$ cat src/design/line_pkg.sv
// shared widths and state types for the line rasterizer
// imported by the engine, the FIFO, the framebuffer and the top level

package line_pkg;

    // signed screen coordinate wide enough for off-screen endpoints
    localparam int cordw = 16;

    // colour index into a 16-entry palette
    localparam int cidxw = 4;

    // line engine states
    typedef enum logic [1:0] {
        idle,   // waiting for a command
        init,   // deltas and error term
        draw,   // one pixel per accepted step
        done    // one cycle before idle
    } draw_state_e;

    // framebuffer states
    typedef enum logic {
        clearing,  // sweeping every address to colour 0
        ready      // accepting pixel writes
    } clear_state_e;

endpackage

$ cat src/design/draw_line.sv
// Bresenham line engine that takes one command with two endpoints and a colour
// and streams the pixels of the line over valid/ready at one per cycle

`timescale 1ns/1ps

module draw_line (
    input  logic                              clk_pix,
    input  logic                              reset,
    input  logic                              cmd_valid,
    output logic                              cmd_ready,
    input  logic signed [line_pkg::cordw-1:0] x0,
    input  logic signed [line_pkg::cordw-1:0] y0,
    input  logic signed [line_pkg::cordw-1:0] x1,
    input  logic signed [line_pkg::cordw-1:0] y1,
    input  logic        [line_pkg::cidxw-1:0] cidx,
    output logic                              pix_valid,
    input  logic                              pix_ready,
    output logic signed [line_pkg::cordw-1:0] pix_x,
    output logic signed [line_pkg::cordw-1:0] pix_y,
    output logic        [line_pkg::cidxw-1:0] pix_cidx,
    output logic                              pix_last
);

    import line_pkg::*;

    // room for |dx| + |dy| and the doubled error without overflow
    localparam int ew = cordw + 3;

    draw_state_e state;

    logic signed [cordw-1:0] lx0, ly0, lx1, ly1;  // latched endpoints
    logic        [cidxw-1:0] col;

    logic signed [ew-1:0] diff_x, diff_y;
    logic signed [ew-1:0] abs_dx, neg_dy;
    logic signed [ew-1:0] dx, dy;    // dy kept negative
    logic signed [ew-1:0] err, e2, err_next;
    logic                 right, down;  // step directions
    logic signed [cordw-1:0] inc_x, inc_y;
    logic                 move_x, move_y;
    logic                 step;

    always_comb begin
        diff_x = {{3{lx1[cordw-1]}}, lx1} - {{3{lx0[cordw-1]}}, lx0};
        diff_y = {{3{ly1[cordw-1]}}, ly1} - {{3{ly0[cordw-1]}}, ly0};
        abs_dx = diff_x[ew-1] ? -diff_x : diff_x;
        neg_dy = diff_y[ew-1] ? diff_y : -diff_y;

        // decisions use the error before this step
        e2       = err <<< 1;
        move_x   = (e2 >= dy);
        move_y   = (e2 <= dx);
        err_next = err + (move_x ? dy : '0) + (move_y ? dx : '0);

        inc_x = {{(cordw-1){~right}}, 1'b1};  // +1 or -1
        inc_y = {{(cordw-1){~down}}, 1'b1};
    end

    assign pix_valid = (state == draw);
    assign pix_cidx  = col;
    assign pix_last  = pix_valid && (pix_x == lx1) && (pix_y == ly1);
    assign step      = pix_valid && pix_ready;

    // control
    always_ff @(posedge clk_pix) begin
        if (reset) begin
            state     <= idle;
            cmd_ready <= 1'b0;
        end else begin
            case (state)
                idle: begin
                    if (cmd_valid && cmd_ready) begin
                        state     <= init;
                        cmd_ready <= 1'b0;
                    end else begin
                        cmd_ready <= 1'b1;
                    end
                end
                init: state <= draw;
                draw: if (step && pix_last) state <= done;
                done: begin
                    state     <= idle;
                    cmd_ready <= 1'b1;
                end
                default: state <= idle;
            endcase
        end
    end

    // datapath
    always_ff @(posedge clk_pix) begin
        if (state == idle && cmd_valid && cmd_ready) begin
            lx0 <= x0;
            ly0 <= y0;
            lx1 <= x1;
            ly1 <= y1;
            col <= cidx;
        end

        if (state == init) begin
            pix_x <= lx0;  // first pixel is the start point
            pix_y <= ly0;
            dx    <= abs_dx;
            dy    <= neg_dy;
            err   <= abs_dx + neg_dy;
            right <= !diff_x[ew-1];
            down  <= !diff_y[ew-1];
        end else if (step && !pix_last) begin
            if (move_x) pix_x <= pix_x + inc_x;
            if (move_y) pix_y <= pix_y + inc_y;
            err <= err_next;
        end
        // coordinates and error hold while stalled
    end

endmodule

$ cat src/design/pixel_fifo.sv
// register-array FIFO for pixel writes between the line engine and the
// framebuffer with valid/ready on both sides; depth must be a power of two

`timescale 1ns/1ps

module pixel_fifo #(
    parameter int depth = 8
) (
    input  logic                              clk_pix,
    input  logic                              reset,
    input  logic                              in_valid,
    output logic                              in_ready,
    input  logic signed [line_pkg::cordw-1:0] in_x,
    input  logic signed [line_pkg::cordw-1:0] in_y,
    input  logic        [line_pkg::cidxw-1:0] in_cidx,
    input  logic                              in_last,
    output logic                              out_valid,
    input  logic                              out_ready,
    output logic signed [line_pkg::cordw-1:0] out_x,
    output logic signed [line_pkg::cordw-1:0] out_y,
    output logic        [line_pkg::cidxw-1:0] out_cidx,
    output logic                              out_last
);

    import line_pkg::*;

    localparam int aw = $clog2(depth);
    localparam logic [aw:0] full_count = (aw+1)'(depth);

    logic signed [cordw-1:0] mem_x [depth];
    logic signed [cordw-1:0] mem_y [depth];
    logic        [cidxw-1:0] mem_c [depth];
    logic                    mem_l [depth];

    logic [aw-1:0] wr_ptr, rd_ptr;  // wrap naturally
    logic [aw:0]   count;
    logic          push, pop;

    assign in_ready  = (count != full_count);
    assign out_valid = (count != '0);
    assign push      = in_valid && in_ready;
    assign pop       = out_valid && out_ready;

    // head entry straight from the array
    assign out_x    = mem_x[rd_ptr];
    assign out_y    = mem_y[rd_ptr];
    assign out_cidx = mem_c[rd_ptr];
    assign out_last = mem_l[rd_ptr];

    always_ff @(posedge clk_pix) begin
        if (reset) begin
            wr_ptr <= '0;
            rd_ptr <= '0;
            count  <= '0;
        end else begin
            if (push) wr_ptr <= wr_ptr + 1'b1;
            if (pop)  rd_ptr <= rd_ptr + 1'b1;
            case ({push, pop})
                2'b10:   count <= count + 1'b1;
                2'b01:   count <= count - 1'b1;
                default: count <= count;  // both or neither
            endcase
        end
    end

    always_ff @(posedge clk_pix) begin
        if (push) begin
            mem_x[wr_ptr] <= in_x;
            mem_y[wr_ptr] <= in_y;
            mem_c[wr_ptr] <= in_cidx;
            mem_l[wr_ptr] <= in_last;
        end
    end

endmodule

$ cat src/design/framebuffer.sv
// colour-index framebuffer in on-chip memory; clears itself to colour 0
// after reset, drops off-screen writes and has a one-cycle readback port

`timescale 1ns/1ps

module framebuffer #(
    parameter int width  = 32,
    parameter int height = 24
) (
    input  logic                              clk_pix,
    input  logic                              reset,
    input  logic                              wr_valid,
    output logic                              wr_ready,
    input  logic signed [line_pkg::cordw-1:0] wr_x,
    input  logic signed [line_pkg::cordw-1:0] wr_y,
    input  logic        [line_pkg::cidxw-1:0] wr_cidx,
    input  logic                              wr_last,
    input  logic signed [line_pkg::cordw-1:0] rd_x,
    input  logic signed [line_pkg::cordw-1:0] rd_y,
    output logic        [line_pkg::cidxw-1:0] rd_cidx,
    output logic                              done
);

    import line_pkg::*;

    localparam int depth = width * height;
    localparam int aw    = $clog2(depth);

    localparam logic signed [cordw-1:0] w_lim = cordw'(width);
    localparam logic signed [cordw-1:0] h_lim = cordw'(height);

    logic [cidxw-1:0] mem [depth];

    clear_state_e  state;
    logic [aw-1:0] clr_addr;
    logic          wr_fire;
    logic          wr_on, rd_on;
    logic [aw-1:0] wr_addr, rd_addr;

    function automatic logic on_screen(input logic signed [cordw-1:0] x,
                                       input logic signed [cordw-1:0] y);
        return !x[cordw-1] && !y[cordw-1] && (x < w_lim) && (y < h_lim);
    endfunction

    // row-major address that only matters for on-screen pixels
    function automatic logic [aw-1:0] pix_addr(input logic signed [cordw-1:0] x,
                                               input logic signed [cordw-1:0] y);
        return aw'(y) * aw'(width) + aw'(x);
    endfunction

    assign wr_ready = (state == ready);
    assign wr_fire  = wr_valid && wr_ready;
    assign wr_on    = on_screen(wr_x, wr_y);
    assign rd_on    = on_screen(rd_x, rd_y);
    assign wr_addr  = pix_addr(wr_x, wr_y);
    assign rd_addr  = pix_addr(rd_x, rd_y);

    always_ff @(posedge clk_pix) begin
        if (reset) begin
            state    <= clearing;
            clr_addr <= '0;
            done     <= 1'b0;
        end else begin
            done <= wr_fire && wr_last;  // clipped or stored
            if (state == clearing) begin
                clr_addr <= clr_addr + 1'b1;
                if (clr_addr == aw'(depth - 1)) state <= ready;
            end
        end
    end

    // a read on the edge of a write to the same pixel sees the old value
    always_ff @(posedge clk_pix) begin
        if (state == clearing) begin
            mem[clr_addr] <= '0;
        end else if (wr_fire && wr_on) begin
            mem[wr_addr] <= wr_cidx;
        end
        rd_cidx <= rd_on ? mem[rd_addr] : '0;
    end

endmodule

$ cat src/design/line_fb_top.sv
// line rasterizer top level chaining line engine, pixel FIFO and framebuffer
// plus a readback port and a done pulse at the end of each line

`timescale 1ns/1ps

module line_fb_top #(
    parameter int fb_width   = 32,
    parameter int fb_height  = 24,
    parameter int fifo_depth = 8
) (
    input  logic                              clk_pix,
    input  logic                              reset,
    input  logic                              cmd_valid,
    output logic                              cmd_ready,
    input  logic signed [line_pkg::cordw-1:0] x0,
    input  logic signed [line_pkg::cordw-1:0] y0,
    input  logic signed [line_pkg::cordw-1:0] x1,
    input  logic signed [line_pkg::cordw-1:0] y1,
    input  logic        [line_pkg::cidxw-1:0] cidx,
    input  logic signed [line_pkg::cordw-1:0] rd_x,
    input  logic signed [line_pkg::cordw-1:0] rd_y,
    output logic        [line_pkg::cidxw-1:0] rd_cidx,
    output logic                              done
);

    import line_pkg::*;

    // engine to FIFO
    logic                    pix_valid, pix_ready, pix_last;
    logic signed [cordw-1:0] pix_x, pix_y;
    logic        [cidxw-1:0] pix_cidx;

    // FIFO to framebuffer
    logic                    wr_valid, wr_ready, wr_last;
    logic signed [cordw-1:0] wr_x, wr_y;
    logic        [cidxw-1:0] wr_cidx;

    draw_line u_draw_line (
        .clk_pix,
        .reset,
        .cmd_valid,
        .cmd_ready,
        .x0,
        .y0,
        .x1,
        .y1,
        .cidx,
        .pix_valid,
        .pix_ready,
        .pix_x,
        .pix_y,
        .pix_cidx,
        .pix_last
    );

    pixel_fifo #(.depth(fifo_depth)) u_pixel_fifo (
        .clk_pix,
        .reset,
        .in_valid  (pix_valid),
        .in_ready  (pix_ready),
        .in_x      (pix_x),
        .in_y      (pix_y),
        .in_cidx   (pix_cidx),
        .in_last   (pix_last),
        .out_valid (wr_valid),
        .out_ready (wr_ready),
        .out_x     (wr_x),
        .out_y     (wr_y),
        .out_cidx  (wr_cidx),
        .out_last  (wr_last)
    );

    framebuffer #(
        .width  (fb_width),
        .height (fb_height)
    ) u_framebuffer (
        .clk_pix,
        .reset,
        .wr_valid,
        .wr_ready,  // low during the clear
        .wr_x,
        .wr_y,
        .wr_cidx,
        .wr_last,
        .rd_x,
        .rd_y,
        .rd_cidx,
        .done
    );

endmodule

$ cat config.mk
export PLATFORM = sky130hd
export DESIGN_NAME = line_fb_top
export DESIGN_NICKNAME = d
export VERILOG_FILES = /design/src/design/line_pkg.sv /design/src/design/draw_line.sv /design/src/design/pixel_fifo.sv /design/src/design/framebuffer.sv /design/src/design/line_fb_top.sv
export SDC_FILE = /design/constraint.sdc
export NUM_CORES = 2
export LEC_CHECK = 0
export ABC_CLOCK_PERIOD_IN_PS = 65900
export BUFFER_PORTS_ARGS = -buffer_cell sky130_fd_sc_hd__buf_2
export CAP_MARGIN = 20
export CORE_ASPECT_RATIO = 1.4
export CORE_MARGIN = 5
export CORE_UTILIZATION = 55
export CTS_CLUSTER_DIAMETER = 50
export DETAILED_ROUTE_END_ITERATION = 12
export HOLD_SLACK_MARGIN = 0.02
export PLACE_DENSITY_LB_ADDON = 0.05
export SETUP_SLACK_MARGIN = 0.1
export SYNTH_ARGS = -nofsm -noshare
export SYNTH_HDL_FRONTEND = slang
export SYNTH_SLANG_ARGS = --single-unit
$ cat constraint.sdc
create_clock -name clk_pix -period 65.9 [get_ports clk_pix]
set_input_delay 6.59 -clock clk_pix [delete_from_list [all_inputs] [get_ports clk_pix]]
set_output_delay 6.59 -clock clk_pix [all_outputs]
set_load 0.1 [all_outputs]
==> run_results.csv <==
group,metric,value,unit
run_status,status,"completed",
worst_setup_path,crit_arrival,13.21,ns
worst_setup_path,worstSetupStartpointType,"input pin",
floorplan,io_pins,109,
placed_design,gp_congestion,0.865,
placed_design,hpwl,222000,µm
timing,setup_viol,0,
finish,areaGrowthSynthToFinish,10.5,%
yosys,syn_area,0.146,mm²
floorplan,die_area,0.276,mm²
yosys,synth-seq-cells,3558,
timing,tightest_slew,1.31,ns
drt,wl_per_cell,31.9,µm
cts,clock_sinks,3558,
timing,final_hold_viol_count,0,
yosys,ys_async_sr_fraction,0,%
timing,finalMaxSlewViolations,0,
yosys,yosysSeqAreaShare,73.1,%
global_route,grt_max_degree,184,
finish,final_net_count,7918,
timing,fin_ws,53.43,ns
worst_setup_path,rrSetupSlack,58.02,ns
worst_setup_path,worstPathMaxFanout,142,
cts,cts_tree,"done",
pwr,ir_drop,0.0701,mV
drt,final_antenna_net_count,0,
worst_setup_path,required,66.64,ns
cts,clk_path_buf_depth,4,
finish,drive_gt1_share,23.4,%
timing,final.setup.tns,0,ns
global_route,grt_pass1_vias,75200,
drt,vias,71800,
cts,clockRootBuffer,"clkbuf_16",
finish,nFillCells,18600,
drt,dr.first_iter.drc_count,7222,
finish,seqCellArea,0.107,mm²
floorplan,die_h,619,µm
cts,cts_buffers,342,
timing,min_period,12.47,ns
cts,cts-htree-levels,5,
worst_setup_path,worstSetupEndpointType,"flip-flop",
drt,first_pass_iters,5,
cts,insertion_delay,0.89,ns
timing,fin_crit_sh,18.9,%
worst_hold_path,hold_class,"reg2reg",
yosys,yosys_most_used_dff,"edfxtp_1",
worst_setup_path,crit_type,"in2reg",
run,max_cap_viol_count,0,
pwr,total_power,5430,µW
timing,rsz0062_at_grt,"no",
drt,viasPerCell,6.30,
pwr,p_leak,0.0569,µW
placed_design,dp_slack,52.42,ns
global_route,grt_overflow,0,
timing,fmax,80.2,MHz
yosys,yosysUniqueCellTypes,82,
finish,final_cells,11400,
cts,cts_hold_buf,0,
yosys,synthCells,7443,
global_route,antenna_found_initial,13,
cts,cts-resized-gates,0,
yosys,synth.avg_cell_area,19.6,µm²
floorplan,fp-row-count,223,
pwr,p_per_area,33.7,mW/mm²
timing,fin_skew,0.0566,ns
global_route,grt_pass1_wl,527000,µm
placed_design,dp.cells,10800,
timing,relSlewSlack,12.9,%
yosys,synth_warnings,0,
drt,drt-total-wl,363000,µm
finish,multi_input_area,0.0367,mm²
floorplan,core,0.264,mm²
drt,drc_errors,0,
cts,post_cts_buffers,0,
yosys,synth_edf_count,3526,
floorplan,die_w,445,µm
finish,finish.utilization,61.1,%
placed_design,port_buffers,108,
cts,cts.clk_slew.worst_paths,0.06,ns
floorplan,start_util,55.3,%
global_route,track_usage,26.5,%
## per-layer routing
metal,share of wire [%],vias up,GRT usage (%)
met2,53,2487,47.1
met1,37,38200,33.7
met5,0.0077,-,0
met4,3.8,4,9.14
met3,5.9,560,3.74
li1,-,30500,-
## cell families after synthesis
group | count (synthesis) | share of synthesized area [%]
muxes | 1071 | 16.1
xor gates and xnor gates | 154 | 0.935
other | 1 | 0.00257
DFF | 3558 | 73.1
and+or+nand+nor | 1456 | 4.27
AOI/OAI and AO/OA | 444 | 2.02
adders and majority gates | 175 | 1.64
buffers and inverters | 584 | 1.97
## registers in the layout, indices dropped and copies added (netlist names), 16 cells and up, named ones only
| register | cells |
|---|---|
| u_draw_line.dx | 19 |
| u_draw_line.ly0 | 16 |
| u_draw_line.lx1 | 16 |
| u_draw_line.ly1 | 16 |
| u_pixel_fifo.mem_x | 128 |
| u_draw_line.dy | 19 |
| u_draw_line.lx0 | 16 |
| u_pixel_fifo.mem_y | 128 |
| u_draw_line.err | 18 |
| u_draw_line.pix_x | 16 |
| u_pixel_fifo.mem_c | 32 |
| u_draw_line.pix_y | 16 |
| u_framebuffer.mem | 3072 |
## cell usage in the layout (no fill, tap or decap), types with 27 or more instances in the layout
cell type     n
edfxtp_1   3526
a21oi_1      94
a21o_1       34
clkinv_2     45
ha_1        148
mux4_2      999
nor4_1       33
nor3_1       47
nor2_1      905
nand3_1      50
a211oi_1     32
nand2_1     196
buf_2       104
clkbuf_1     55
buf_4       145
bufinv_16    34
nand4_1      28
o21ai_0      85
clkinv_1     70
inv_1       168
mux2i_1      37
xor2_1       55
xnor2_1      96
clkbuf_16   350
dfxtp_1      30
a22oi_1      27
## synth_stat cells, types with 34 or more instances
library cell	number	area, µm²
a21o_1	34	255
a21oi_1	94	470
buf_1	64	240
buf_2	145	726
buf_6	36	405
clkbuf_1	128	480
edfxtp_1	3526	106000
ha_1	149	1860
inv_1	169	634
mux2i_1	37	370
mux4_2	999	22500
nand2_1	228	856
nand3_1	50	250
nor2_1	911	3420
nor3_1	49	245
nor4_1	35	219
o21ai_0	85	425
xnor2_1	97	850
xor2_1	56	490
## final timing paths
| check | from | depth (start not counted) | to |
|---|---|---|---|
| worst min register to register | u_pixel_fifo.rd_ptr[1]$_SDFFE_PP0P_ | 2 | flip-flop |
| worst max-delay path | rd_x[1] | 12 | u_framebuffer.rd_cidx[2]$_SDFF_PN0_ |
| worst max register to register | flip-flop | 13 | u_framebuffer.mem[389][1]$_DFFE_PP_ |
| worst min-delay path | u_pixel_fifo.rd_ptr[1]$_SDFFE_PP0P_ | 2 | flip-flop |
## stage by stage
| step | hold WS (ns) | cell area (µm²) |
|---|---|---|
| 3_3_place_gp | 0.459 | 150000 |
| 6_report | 0.490 | 161000 |
| 4_1_cts | 0.485 | 161000 |
| 2_1_floorplan | 0.454 | 146000 |
| 3_5_place_dp | 0.476 | 150000 |
| 5_1_grt | 0.506 | 161000 |
## where the power goes
group | total (µW) | switching, µW | internal, µW
clock network | 1940 | 828 | 1110
logic | 856 | 514 | 342
registers | 2640 | 75.5 | 2560
total | 5430 | 1420 | 4010
## final cells by class
cell class	instances	share of cell area [%]
repair buffers	266	1.22
clock buffers	407	5.58
well taps	3487	2.71
flip-flops and latches	3558	66.1
multi-input cells	3302	22.8
inverters	170	0.401
clock inverters	195	1.19
diodes	7	0.0109
## critical path: stages
cell and delay [ns]:
buf_8 0.55, buf_12 0.46, buf_4 0.94, buf_4 0.92, buf_4 0.74, mux4_2 0.43, mux4_2 0.46, o22ai_1 0.39
nor2_1 0.12, nand3_1 0.36, a21oi_1 0.12, or4_1 0.54
Note: power is estimated with default switching activity, not from simulation.
